--- config.mk ---
export PLATFORM = sky130hd
export DESIGN_NAME = cpu_port_flat
export DESIGN_NICKNAME = d
export VERILOG_FILES = /design/src/vector_mem_pkg.sv /design/src/mem_port_if.sv /design/src/cpu_port.sv /design/src/flat_wrapper.sv
export SDC_FILE = /design/constraint.sdc
export NUM_CORES = 1
export LEC_CHECK = 0
export ABC_CLOCK_PERIOD_IN_PS = 2900
export BUFFER_PORTS_ARGS = -buffer_cell sky130_fd_sc_hd__buf_2
export CORE_MARGIN = 2
export CORE_UTILIZATION = 25
export CTS_CLUSTER_DIAMETER = 150
export CTS_CLUSTER_SIZE = 12
export DETAILED_ROUTE_END_ITERATION = 7
export SLEW_MARGIN = 30
export SYNTH_ARGS = -nofsm -noshare
export SYNTH_HDL_FRONTEND = slang
export SYNTH_SLANG_ARGS = --single-unit
export TNS_END_PERCENT = 1
--- constraint.sdc ---
create_clock -name clk_sys -period 2.9 [get_ports clk_sys]
set_clock_uncertainty 0.15 [all_clocks]
set_input_delay 0.145 -clock clk_sys [delete_from_list [all_inputs] [get_ports clk_sys]]
set_output_delay 0.145 -clock clk_sys [all_outputs]
set_load 0.1 [all_outputs]
--- src/vector_mem_pkg.sv ---
// Shared address types, loader indices, load offsets and E-disk bits for the memory subsystem
`default_nettype none

package vector_mem_pkg;

    // ========================================
    // Widths and types
    // ========================================
    localparam int MEM_AW = 19;

    typedef logic [15:0]       cpu_addr_t;
    // Page number in bits 18:16, CPU address below
    typedef logic [MEM_AW-1:0] mem_addr_t;
    typedef logic [23:0]       dl_addr_t;
    typedef logic [7:0]        byte_t;
    typedef logic [2:0]        page_t;

    // ========================================
    // Loader indices and offsets
    // ========================================
    localparam byte_t IDX_ROM = 8'h01;
    localparam byte_t IDX_COM = 8'h41;
    localparam byte_t IDX_C00 = 8'h81;
    localparam byte_t IDX_EDD = 8'hC1;

    // ROM and COM images start above the zero page
    localparam dl_addr_t OFS_PROG = 24'h00_0100;
    // EDD images go to the first E-disk page
    localparam dl_addr_t OFS_EDD  = 24'h01_0000;

    // Zero-fill stops here, after wrapping in the low 64 KB
    localparam cpu_addr_t FILL_END = 16'h00FF;
    localparam cpu_addr_t LOW_MASK = 16'hFFFF;

    // ========================================
    // E-disk register bit positions
    // ========================================
    localparam int ED_WIN_HI   = 7;
    localparam int ED_WIN_LO   = 6;
    localparam int ED_RAM_EN   = 5;
    localparam int ED_STACK_EN = 4;
    // Bits 3:2 give the stack page, bits 1:0 the window page

endpackage

`default_nettype wire

--- src/mem_port_if.sv ---
// One RAM access port; a master drives address, data and write enable, the RAM returns read data
`timescale 1ns/1ps
`default_nettype none

interface mem_port_if import vector_mem_pkg::*; ();

    mem_addr_t addr;
    byte_t     wdata;
    logic      we;
    byte_t     rdata;

    // Side that issues accesses
    modport master (
        output addr,
        output wdata,
        output we,
        input  rdata
    );

    // Memory side
    modport ram (
        input  addr,
        input  wdata,
        input  we,
        output rdata
    );

endinterface

`default_nettype wire

--- src/cpu_port.sv ---
// CPU side of the RAM: E-disk paging register, paged address forming and read data return
`timescale 1ns/1ps
`default_nettype none

module cpu_port import vector_mem_pkg::*; (
    input  wire logic      clk_sys,
    input  wire logic      reset,
    input  wire cpu_addr_t cpu_addr_i,
    input  wire byte_t     cpu_data_i,
    input  wire logic      cpu_rd_i,
    input  wire logic      cpu_wr_i,
    input  wire logic      cpu_stack_i,
    input  wire logic      edsk_wr_i,
    output byte_t          cpu_data_o,
    mem_port_if.master     cpu_port_bus
);

    byte_t ed_reg;
    logic  edsk_q;
    logic  access;
    logic  win_mid;
    logic  win_hi;
    logic  win_lo;
    logic  win_hit;
    page_t page;

    // ========================================
    // E-disk register
    // ========================================
    // Port write is a level, capture once on its rising edge
    always_ff @(posedge clk_sys) begin
        if (reset) begin
            edsk_q <= 1'b0;
            ed_reg <= '0;
        end else begin
            edsk_q <= edsk_wr_i;
            if (edsk_wr_i && !edsk_q) begin
                ed_reg <= cpu_data_i;
            end
        end
    end

    // ========================================
    // Window decode and page select
    // ========================================
    // 0xA000-0xDFFF always, 0xE000 and 0x8000 blocks when enabled
    assign win_mid = cpu_addr_i[14] ^ cpu_addr_i[13];
    assign win_hi  = ed_reg[ED_WIN_HI] & cpu_addr_i[14] & cpu_addr_i[13];
    assign win_lo  = ed_reg[ED_WIN_LO] & ~cpu_addr_i[14] & ~cpu_addr_i[13];
    assign win_hit = cpu_addr_i[15] & (win_mid | win_hi | win_lo);

    assign access = cpu_rd_i | cpu_wr_i;

    always_comb begin
        page = '0;
        if (access) begin
            // Stack redirect takes priority over the window
            if (cpu_stack_i && ed_reg[ED_STACK_EN]) begin
                page = page_t'(ed_reg[3:2]) + page_t'(1);
            end else if (win_hit && ed_reg[ED_RAM_EN]) begin
                page = page_t'(ed_reg[1:0]) + page_t'(1);
            end
        end
    end

    // ========================================
    // RAM port
    // ========================================
    assign cpu_port_bus.addr  = {page, cpu_addr_i};
    assign cpu_port_bus.wdata = cpu_data_i;
    assign cpu_port_bus.we    = cpu_wr_i;

    // RAM read register already gives the one-cycle latency
    assign cpu_data_o = cpu_port_bus.rdata;

endmodule

`default_nettype wire

--- src/flat_wrapper.sv ---
// flat-port wrapper written by rule: the top's interface ports become plain ports
module cpu_port_flat import vector_mem_pkg::*;
  (clk_sys, reset, cpu_addr_i, cpu_data_i, cpu_rd_i, cpu_wr_i, cpu_stack_i, edsk_wr_i, cpu_data_o, cpu_port_bus_addr, cpu_port_bus_wdata, cpu_port_bus_we, cpu_port_bus_rdata);
  mem_port_if cpu_port_bus_i ();
  input  wire logic clk_sys;
  input  wire logic reset;
  input  wire cpu_addr_t cpu_addr_i;
  input  wire byte_t cpu_data_i;
  input  wire logic cpu_rd_i;
  input  wire logic cpu_wr_i;
  input  wire logic cpu_stack_i;
  input  wire logic edsk_wr_i;
  output byte_t cpu_data_o;
  output wire logic [$bits(cpu_port_bus_i.addr)-1:0] cpu_port_bus_addr;
  output wire logic [$bits(cpu_port_bus_i.wdata)-1:0] cpu_port_bus_wdata;
  output wire logic [$bits(cpu_port_bus_i.we)-1:0] cpu_port_bus_we;
  input wire logic [$bits(cpu_port_bus_i.rdata)-1:0] cpu_port_bus_rdata;
  assign cpu_port_bus_addr = cpu_port_bus_i.addr;
  assign cpu_port_bus_wdata = cpu_port_bus_i.wdata;
  assign cpu_port_bus_we = cpu_port_bus_i.we;
  assign cpu_port_bus_i.rdata = cpu_port_bus_rdata;
  cpu_port u_core (.clk_sys(clk_sys), .reset(reset), .cpu_addr_i(cpu_addr_i), .cpu_data_i(cpu_data_i), .cpu_rd_i(cpu_rd_i), .cpu_wr_i(cpu_wr_i), .cpu_stack_i(cpu_stack_i), .edsk_wr_i(edsk_wr_i), .cpu_data_o(cpu_data_o), .cpu_port_bus(cpu_port_bus_i));
endmodule
==> reports/results.tsv <==
stage	metric	value	unit
synth	post-synth top area share	37.2	%
global_route	largest net degree at the start of global routing	10	
synth	syn avg cell area	8.53	µm²
worst_hold_path	cell depth of the worst hold path	3	
sta	fin crit period	2.00	ns
synth	commonest cells in the synthesized netlist	buf_4, nor2_1, dfxtp_1	
sta	# setup viols final	0	
worst_hold_path	worst min path class	primary input to flip-flop	
setup_path	r2r endpoint	u_core.ed_reg[0]$_SDFFE_PP0P_	
route	Routed Antenna Nets	0	
global_route	first-pass GRT wire length	1.97	mm
power	Power Density	512	mW/mm²
finish	Non-Filler Instances	115	
synth	top post-synthesis cells by area	buf_4, dfxtp_1, mux2i_1	
finish	final core utilization	27.9	%
power	Clk pwr share	26.7	%
synth	syn nets	118	
clock_network	CTS H-tree lvls	1	
synth	count leader, synth	buf_4	
sta	RSZ-0062 raised after global routing	false	
setup_path	Crit Path Class	flip-flop to output pin	
setup_path	slowest stage delay, CP	0.42	ns
synth	Mapped Cells	78	
setup_path	worst path required time	2.61	ns
finish	# nets final	126	
clock_network	clk buf depth	2	
floorplan	row count	18	
synth	Async SR Flop Fraction	0	%
power	Gate power share	35.4	%
route	WL/cell	10.6	µm
sta	max-slew violation count	0	
power	Final Power	357	µW
worst_hold_path	Hold Startpoint	cpu_data_i[7]	
sta	Fin. Hold Viols	1	
route	1st-iter DRT viols	4	
finish	Layout area overhead	4.89	%
setup_path	CP Cell Sequence	and3b_1 > nor4b_2 > a21oi_1 > nor2_1 > buf_2	
clock_network	Clk Tree Root Cell	clkbuf_4	
power	Sw Share	39.6	%
finish	Largest register FFs	8	
synth	EDFF count, synth	0	
sta	Setup TNS	0	ns
synth	synth unique cells	15	
floorplan	IO Pins	74	
worst_hold_path	hold endpoint	u_core.ed_reg[7]$_SDFFE_PP0P_	
global_route	total gr overflow	0	
setup_path	CP max FO	3	
finish	cell area after layout	698	µm²
floorplan	Core Footprint	0.00250	mm²
setup_path	reg-to-reg slack, setup	1.37	ns
setup_path	worst r2r src	u_core.edsk_q$_SDFF_PP0_	
setup_path	Worst EP arrival	1.71	ns
sta	final setup margin	0.895	ns
sta	hold_ws	-0.00388	ns
placement	pre-CTS WS	1.16	ns
sta	period utilization	69.1	%
synth	Cell Area, Synth	666	µm²
synth	synthesis-stage register bit count	9	
route	DR vias	469	
clock_network	worst-skew pair later-pin latency	0.26	ns
placement	Placement Cell Area	602	µm²
sta	Worst-Margin Slew	0.858	ns
power	VDD IR max	0.000251	V
sta	fmax	499	MHz
placement	IO Port Bufs	31	
placement	dpl cells	104	
global_route	GRT Overall Usage	8.18	%
setup_path	crit end category	output pin	
route	vias per cell	4.08	
synth	area leader, netlist	buf_4	
floorplan	Die Area	0.00309	mm²
setup_path	Startpoint Class	flip-flop	
finish	share of cells above drive strength 1	41.2	%
sta	slew margin rel.	42.7	%
status	status	finished, violations left	
placement	Final HPWL DP	1.00	mm
synth	Primary FF master, synth	dfxtp_1	
floorplan	die extent in x	55.6	µm
power	Seq pwr share	37.9	%
route	WL final	1.22	mm
finish	antenna diode count	0	
power	P_int	216	µW
clock_network	TritonCTS clock tree	built	
clock_network	Sink Count	9	
status	failing checks	hold timing	
synth	Synth Warn #	0	
floorplan	Initial Util	26.6	%
power	P_sw	142	µW
setup_path	slowest CP cell	buf_2	
route	drt first pass iters	3	
global_route	initial antenna violation count	0	
power	P_leak	0.353	nW
placement	Placer Congestion	0.644	
clock_network	Worst-path clk slew	0.06	ns
clock_network	CTS buffer count	3	
clock_network	Post-CTS Setup Inserts	0	
floorplan	chip height	55.6	µm
run	number of max-cap violations	0	
finish	FILL cells	274	
global_route	vias in the first global route	439	
setup_path	cells on worst reg2reg path	3	
synth	sequential share of the synthesized area	27.1	%
route	post-route DRC violation count	0	
-- worst max path at each step --
stage	from	endpoint	slack, ns	cells after the start
final	u_core.ed_reg[7]$_SDFFE_PP0P_	cpu_port_bus_addr[16]	0.90	5
after global routing	u_core.ed_reg[7]$_SDFFE_PP0P_	cpu_port_bus_addr[18]	0.76	5
after CTS	u_core.ed_reg[7]$_SDFFE_PP0P_	cpu_port_bus_addr[16]	0.87	5
after detailed placement	u_core.ed_reg[7]$_SDFFE_PP0P_	cpu_port_bus_addr[16]	1.16	5
after global placement	u_core.ed_reg[7]$_SDFFE_PP0P_	cpu_port_bus_addr[16]	1.18	5
after floorplan	u_core.ed_reg[7]$_SDFFE_PP0P_	cpu_port_bus_addr[16]	0.46	4
-- power by group through the flow --
stage	logic (mW)	registers (mW)	clock network, mW
after floorplan	0.244	0.137	0
after global placement	0.119	0.138	0
after detailed placement	0.120	0.138	0
after CTS	0.128	0.136	0.0999
after global routing	0.133	0.136	0.105
final	0.126	0.135	0.0955
-- cell usage in the layout (no fill, tap or decap) --
cell type,count
nor2_1,13
nor4b_2,1
mux2i_1,8
ha_1,2
dlygate4sd3_1,7
nor2b_1,2
buf_2,31
clkbuf_1,1
and3b_1,1
dfxtp_1,9
clkbuf_4,3
a21oi_1,1
inv_1,1
nor3_1,1
nand2_1,2
a32oi_1,2
-- per-layer routing --
layer,wire length (µm),GRT usage [%]
met5,0,0
met4,4,3.83
met3,173,5.35
met2,606,13.4
met1,440,7.94
-- logic make-up (layout without fill, tap and decap cells) --
kind of cell,after synthesis,after routing,synth area share (%)
flip-flops,9,9,27.1
adder cells (fa/ha/maj),2,2,3.76
AND/OR/NAND/NOR,20,20,14.7
AO/OA/AOI/OAI,3,3,3.38
buffers and inverters,36,43,39.1
multiplexers,8,8,12.0
-- worst max-delay path, delay by kind of cell, from the launching register on --
kind	cells	cell delay, ns
AOI/OAI and AO/OA	1	0.11
buffers and inverters	1	0.42
DFF	1	0.32
and+or+nand+nor	3	0.59
-- repair_timing --
item / 4_1_cts / 5_1_grt
hold endpoints to repair: 7 / 0
gates resized for setup: 0 / 0
hold buffers: 7 / 0
-- layout make-up --
cell class | count | area, µm² | area share (%)
Tap cell | 30 | 37.5 | 5.38
Inverter | 1 | 3.75 | 0.538
Timing Repair Buffer | 38 | 225 | 32.3
Multi-Input combinational cell | 33 | 225 | 32.3
Sequential cell | 9 | 180 | 25.8
Clock buffer | 4 | 26.3 | 3.76
Note: power is estimated with default switching activity, not from simulation.
