[src/vector_mem_pkg.sv]
// Shared address types, loader indices, load offsets and E-disk bits for the memory subsystem
`default_nettype none

package vector_mem_pkg;

    // ========================================
    // Widths and types
    // ========================================
    localparam int MEM_AW = 19;

    typedef logic [15:0]       cpu_addr_t;
    // Page number in bits 18:16, CPU address below
    typedef logic [MEM_AW-1:0] mem_addr_t;
    typedef logic [23:0]       dl_addr_t;
    typedef logic [7:0]        byte_t;
    typedef logic [2:0]        page_t;

    // ========================================
    // Loader indices and offsets
    // ========================================
    localparam byte_t IDX_ROM = 8'h01;
    localparam byte_t IDX_COM = 8'h41;
    localparam byte_t IDX_C00 = 8'h81;
    localparam byte_t IDX_EDD = 8'hC1;

    // ROM and COM images start above the zero page
    localparam dl_addr_t OFS_PROG = 24'h00_0100;
    // EDD images go to the first E-disk page
    localparam dl_addr_t OFS_EDD  = 24'h01_0000;

    // Zero-fill stops here, after wrapping in the low 64 KB
    localparam cpu_addr_t FILL_END = 16'h00FF;
    localparam cpu_addr_t LOW_MASK = 16'hFFFF;

    // ========================================
    // E-disk register bit positions
    // ========================================
    localparam int ED_WIN_HI   = 7;
    localparam int ED_WIN_LO   = 6;
    localparam int ED_RAM_EN   = 5;
    localparam int ED_STACK_EN = 4;
    // Bits 3:2 give the stack page, bits 1:0 the window page

endpackage

`default_nettype wire

[src/mem_port_if.sv]
// One RAM access port; a master drives address, data and write enable, the RAM returns read data
`timescale 1ns/1ps
`default_nettype none

interface mem_port_if import vector_mem_pkg::*; ();

    mem_addr_t addr;
    byte_t     wdata;
    logic      we;
    byte_t     rdata;

    // Side that issues accesses
    modport master (
        output addr,
        output wdata,
        output we,
        input  rdata
    );

    // Memory side
    modport ram (
        input  addr,
        input  wdata,
        input  we,
        output rdata
    );

endinterface

`default_nettype wire

[src/load_writer.sv]
// Download writer: maps loader bytes into RAM by file index and zero-fills after a ROM file load
`timescale 1ns/1ps
`default_nettype none

module load_writer import vector_mem_pkg::*; #(
    parameter int ERASE_DIV = 16
) (
    input  wire logic     clk_sys,
    input  wire logic     reset,
    input  wire logic     dl_active_i,
    input  wire byte_t    dl_index_i,
    input  wire dl_addr_t dl_addr_i,
    input  wire byte_t    dl_data_i,
    input  wire logic     dl_wr_i,
    output logic          erasing_o,
    mem_port_if.master    load_port
);

    localparam int DIV_W = $clog2(ERASE_DIV);
    localparam logic [DIV_W-1:0] DIV_LAST = DIV_W'(ERASE_DIV - 1);

    dl_addr_t         map_addr;
    logic             map_valid;
    logic             dl_write;
    logic             active_q;
    logic             rom_file_q;
    logic             trigger_q;
    logic             erasing_q;
    logic [DIV_W-1:0] div_q;
    logic             fill_step;
    logic             fill_done;
    mem_addr_t        fill_next;
    cpu_addr_t        fill_ptr;
    mem_addr_t        wr_addr_q;
    byte_t            wr_data_q;
    logic             wr_en_q;

    // ========================================
    // Download address map
    // ========================================
    always_comb begin
        map_valid = 1'b1;
        map_addr  = dl_addr_i;
        case (dl_index_i)
            IDX_ROM, IDX_COM: map_addr = dl_addr_i + OFS_PROG;
            IDX_C00:          map_addr = dl_addr_i;
            IDX_EDD:          map_addr = OFS_EDD + dl_addr_t'(dl_addr_i[15:0]);
            default:          map_valid = 1'b0;
        endcase
    end

    assign dl_write = dl_active_i & dl_wr_i & map_valid;

    // Fill pointer walks up and wraps inside page 0
    assign fill_next = (mem_addr_t'(fill_ptr) + mem_addr_t'(1)) & mem_addr_t'(LOW_MASK);
    assign fill_step = erasing_q & (div_q == DIV_LAST);
    assign fill_done = (fill_ptr == FILL_END);

    // ========================================
    // Control: file end detect and fill pacing
    // ========================================
    always_ff @(posedge clk_sys) begin
        if (reset) begin
            active_q   <= 1'b0;
            rom_file_q <= 1'b0;
            trigger_q  <= 1'b0;
            erasing_q  <= 1'b0;
            div_q      <= '0;
            wr_en_q    <= 1'b0;
        end else begin
            active_q <= dl_active_i;
            wr_en_q  <= 1'b0;
            if (dl_active_i) begin
                // A running fill is abandoned once a new file starts
                rom_file_q <= (dl_index_i == IDX_ROM);
                trigger_q  <= 1'b0;
                erasing_q  <= 1'b0;
                wr_en_q    <= dl_write;
            end else if (active_q) begin
                trigger_q <= rom_file_q;
            end else if (trigger_q) begin
                trigger_q <= 1'b0;
                erasing_q <= 1'b1;
                div_q     <= '0;
            end else if (erasing_q) begin
                if (fill_step) begin
                    div_q <= '0;
                    if (fill_done) begin
                        erasing_q <= 1'b0;
                    end else begin
                        wr_en_q <= 1'b1;
                    end
                end else begin
                    div_q <= div_q + 1'b1;
                end
            end
        end
    end

    // Write payload; fill_ptr also holds the last loaded address
    always_ff @(posedge clk_sys) begin
        if (dl_write) begin
            wr_addr_q <= map_addr[MEM_AW-1:0];
            wr_data_q <= dl_data_i;
            fill_ptr  <= map_addr[15:0];
        end else if (!dl_active_i && fill_step && !fill_done) begin
            wr_addr_q <= fill_next;
            wr_data_q <= '0;
            fill_ptr  <= fill_next[15:0];
        end
    end

    assign load_port.addr  = wr_addr_q;
    assign load_port.wdata = wr_data_q;
    assign load_port.we    = wr_en_q;
    assign erasing_o       = erasing_q;

endmodule

`default_nettype wire

[src/flat_wrapper.sv]
// flat-port wrapper written by rule: the top's interface ports become plain ports
module load_writer_flat import vector_mem_pkg::*;
#(
    parameter int ERASE_DIV = 16
)
  (clk_sys, reset, dl_active_i, dl_index_i, dl_addr_i, dl_data_i, dl_wr_i, erasing_o, load_port_addr, load_port_wdata, load_port_we, load_port_rdata);
  mem_port_if load_port_i ();
  input  wire logic clk_sys;
  input  wire logic reset;
  input  wire logic dl_active_i;
  input  wire byte_t dl_index_i;
  input  wire dl_addr_t dl_addr_i;
  input  wire byte_t dl_data_i;
  input  wire logic dl_wr_i;
  output logic erasing_o;
  output wire logic [$bits(load_port_i.addr)-1:0] load_port_addr;
  output wire logic [$bits(load_port_i.wdata)-1:0] load_port_wdata;
  output wire logic [$bits(load_port_i.we)-1:0] load_port_we;
  input wire logic [$bits(load_port_i.rdata)-1:0] load_port_rdata;
  assign load_port_addr = load_port_i.addr;
  assign load_port_wdata = load_port_i.wdata;
  assign load_port_we = load_port_i.we;
  assign load_port_i.rdata = load_port_rdata;
  load_writer #(.ERASE_DIV(ERASE_DIV)) u_core (.clk_sys(clk_sys), .reset(reset), .dl_active_i(dl_active_i), .dl_index_i(dl_index_i), .dl_addr_i(dl_addr_i), .dl_data_i(dl_data_i), .dl_wr_i(dl_wr_i), .erasing_o(erasing_o), .load_port(load_port_i));
endmodule
[config.mk]
export PLATFORM = sky130hd
export DESIGN_NAME = load_writer_flat
export DESIGN_NICKNAME = d
export VERILOG_FILES = /design/src/vector_mem_pkg.sv /design/src/mem_port_if.sv /design/src/load_writer.sv /design/src/flat_wrapper.sv
export SDC_FILE = /design/constraint.sdc
export NUM_CORES = 1
export LEC_CHECK = 0
export ABC_AREA = 0
export BUFFER_PORTS_ARGS = -buffer_cell sky130_fd_sc_hd__clkbuf_2
export CORE_AREA = 2 2 70 72
export DETAILED_ROUTE_END_ITERATION = 6
export DIE_AREA = 0 0 72 74
export GPL_ROUTABILITY_DRIVEN = 0
export GPL_TIMING_DRIVEN = 0
export PLACE_DENSITY = 0.76
export SLEW_MARGIN = 20
export SYNTH_ARGS = -nofsm -noshare
export SYNTH_HDL_FRONTEND = slang
export SYNTH_SLANG_ARGS = --single-unit
[constraint.sdc]
create_clock -name clk_sys -period 6.8 [get_ports clk_sys]
set_input_delay 0.34 -clock clk_sys [delete_from_list [all_inputs] [get_ports clk_sys]]
set_output_delay 0.34 -clock clk_sys [all_outputs]
set_load 0.1 [all_outputs]
==> impl_metrics.tcl <==
set metrics [dict create \
    p_clk_share_pct 39.0 \
    gr-usage-all-layers_pct 20.07 \
    synth_top_cell_by_area "edfxtp_1" \
    layout-drive-gt1-share_pct 29.27 \
    power_frac_seq_pct 54.1 \
    p_int_mw 0.3395 \
    clock_latency_ps 290 \
    synth_top_area_share_pct 38.87 \
    synth_top_family_by_area "simple AND/OR/NAND/NOR gates" \
    powerDensity_nw_per_um2 165.2 \
    slew_headroom_pct 52.75 \
    grt_pass1_vias 1785 \
    final_nets 341 \
    antenna_cells 0 \
    final_util_pct 57.03 \
    netlist_area_um2 2086 \
    drt-initial-drc-count 90 \
    crit_required_ps 6850 \
    portBuffers 66 \
    peakVddDrop_v 0.00006065 \
    hold_class "in2reg" \
    totalWireLength_um 5064 \
    vias_per_cell 5.674 \
    grt_max_degree 18 \
    fmax_mhz 420.4 \
    synthXorXnorAreaFrac_pct 6.299 \
    drv_cap 0 \
    setup_viol 0 \
    core_um2 4598 \
    synth_cell_type_count 42 \
    grt_pass1_wl_um 8107 \
    vias 1935 \
    cts_tree "built" \
    timing.hold.ws_ps 260.8 \
    yosysWarnings 0 \
    dp_hpwl_um 3821 \
    finalPower_mw 0.4332 \
    synth.mux.area_fraction_pct 3.419 \
    grt_overflow_total 0 \
    cts_buffer_depth 2 \
    ys_top_cells_by_count "edfxtp_1 (27), nand2_1 (20), nand3_1 (16)" \
    r2r_cells 5 \
    end_kind "flip-flop" \
    finalCriticalPeriod_ps 2378 \
    p_switching_mw 0.09374 \
    cp_max_fo 17 \
    ioPinCount 81 \
    syn_to_final_growth_pct 25.74 \
    htree_levels 2 \
    start_util_pct 45.36 \
    cts_repair_resize_count 0 \
    die_h_um 74 \
    synth_edf_count 27 \
    ys_seq_elements 36 \
    p_leak_nw 1.015 \
    firstDrtPassIters 4 \
    route.layer.met1.wl_um 2191 \
    wl_met2_um 2460 \
    finalCritPeriodShare_pct 34.98 \
    synth_compound_area_share_pct 9.178 \
    place_area_um2 2522 \
    synthAdderAreaFrac_pct 1.800 \
    root_buffer "clkbuf_8" \
    dieArea_um2 5328 \
    die_w_um 72 \
    wl_met3_um 328 \
    tightest_slew_ps 701.4 \
    hold_buffers 0 \
    critPathKind "reg2reg" \
    wl_per_cell_um 14.85 \
    cp.arrival_ps 2430 \
    clock_skew_ps 6.920 \
    hold_path_depth 2 \
    cts_setup_buffers 0 \
    cts.sinks 36 \
    synth_cells 212 \
    cts.clk_slew.worst_paths_ps 70 \
    syn_nets 267 \
    rows 25 \
    power_frac_comb_pct 7.0 \
    drc 0 \
    post-synth-top-count-cell "edfxtp_1" \
    start_kind "flip-flop" \
    tns_ps 0 \
    outcome "finished clean" \
    ys_async_sr_fraction_pct 0 \
    ys.flop_type "edfxtp_1" \
    cts_buffers 5 \
    antenna_found_initial 0 \
    yosys.area_share.simple_pct 28.49 \
    hold_viol 0 \
    sw_frac_of_total_pct 21.64 \
    drv_slew 0 \
    highest_layer "met4" \
    ant_nets 0 \
    synth_seq_area_share_pct 47.51 \
    grt_setup_unrepaired "no" \
    design_area_um2 2623 \
    syn_area_per_cell_um2 9.838 \
    ys_top_cells_by_area "edfxtp_1 (39%), dfxtp_1 (8.6%), xnor2_1 (5.5%)" \
]
[per-stage QoR]
step	instances	setup slack, ps
after global placement	332	2394
final	341	4422
after detailed placement	333	4430
after CTS	341	4422
after floorplan	212	2796
after global routing	341	4310
[registers in the layout, summed over array words and instances (netlist names)]
signal and flops:
u_core.active_q 1, u_core.div_q 4, u_core.erasing_o 1, u_core.fill_ptr 15
u_core.load_port.addr 4, u_core.load_port.wdata 8, u_core.load_port.we 1, u_core.rom_file_q 1
u_core.trigger_q 1
[layer usage]
layer | up-vias | GRT usage (%)
li1 | 955 | -
met1 | 900 | 24.70
met2 | 72 | 34.36
met3 | 8 | 4.336
met4 | 0 | 8.595
met5 | - | 0
[cell usage in the layout (no fill, tap or decap), types with 2 or more instances in the layout]
cell type / instances
dfxtp_1: 9
nor3_1: 8
clkbuf_2: 66
nand2_1: 20
a21oi_1: 9
inv_1: 7
nand3_1: 16
and3_1: 12
xnor2_1: 13
xor2_1: 2
mux2i_1: 6
nor2_1: 11
ha_1: 3
nand3b_1: 2
o211a_1: 2
edfxtp_1: 27
clkbuf_1: 7
nand4_1: 7
o21a_1: 2
nor3b_1: 2
or3_1: 3
or4_1: 6
o21ai_0: 12
nor4_1: 6
clkbuf_8: 7
nand4b_1: 2
[final timing paths]
| check | startpoint | endpoint | slack, ps |
|---|---|---|---|
| max | u_core.fill_ptr[13] | u_core.load_port.addr[18] | 4420 |
| min | dl_index_i[6] | u_core.rom_file_q | 260 |
| max reg2reg | u_core.fill_ptr[13] | u_core.load_port.addr[18] | 4420 |
| min reg2reg | u_core.rom_file_q | u_core.rom_file_q | 450 |
[cell type report]
class                           instances  area [um^2]
Inverter                                7        26.28
Clock buffer                            8        100.1
Buffer                                  9        42.54
Sequential cell                        36        991.0
Tap cell                               54        67.56
Multi-Input combinational cell        160         1037
Timing Repair Buffer                   67        357.8
Fill cell                             391         1976
[power by group through the flow]
stage	registers [mW]	clock network (mW)	logic, mW
3_3_place_gp	0.239	0	0.0291
6_report	0.234	0.169	0.0302
3_5_place_dp	0.239	0	0.0298
2_1_floorplan	0.241	0	0.0106
5_1_grt	0.234	0.178	0.0331
4_1_cts	0.234	0.171	0.0301
[logic make-up after synthesis]
family / after synthesis
fa+ha+maj: 3
flops: 36
xor+xnor: 15
buf+inv: 16
mux: 7
compound gates: 32
simple gates: 103
[critical path, stage by stage (launching register included)]
cell      delay, ps
edfxtp_1        500
or4_1           540
or4_1           560
nand2_1         150
o21ai_4         150
buf_16          240
Note: power is estimated with default switching activity, not from simulation.
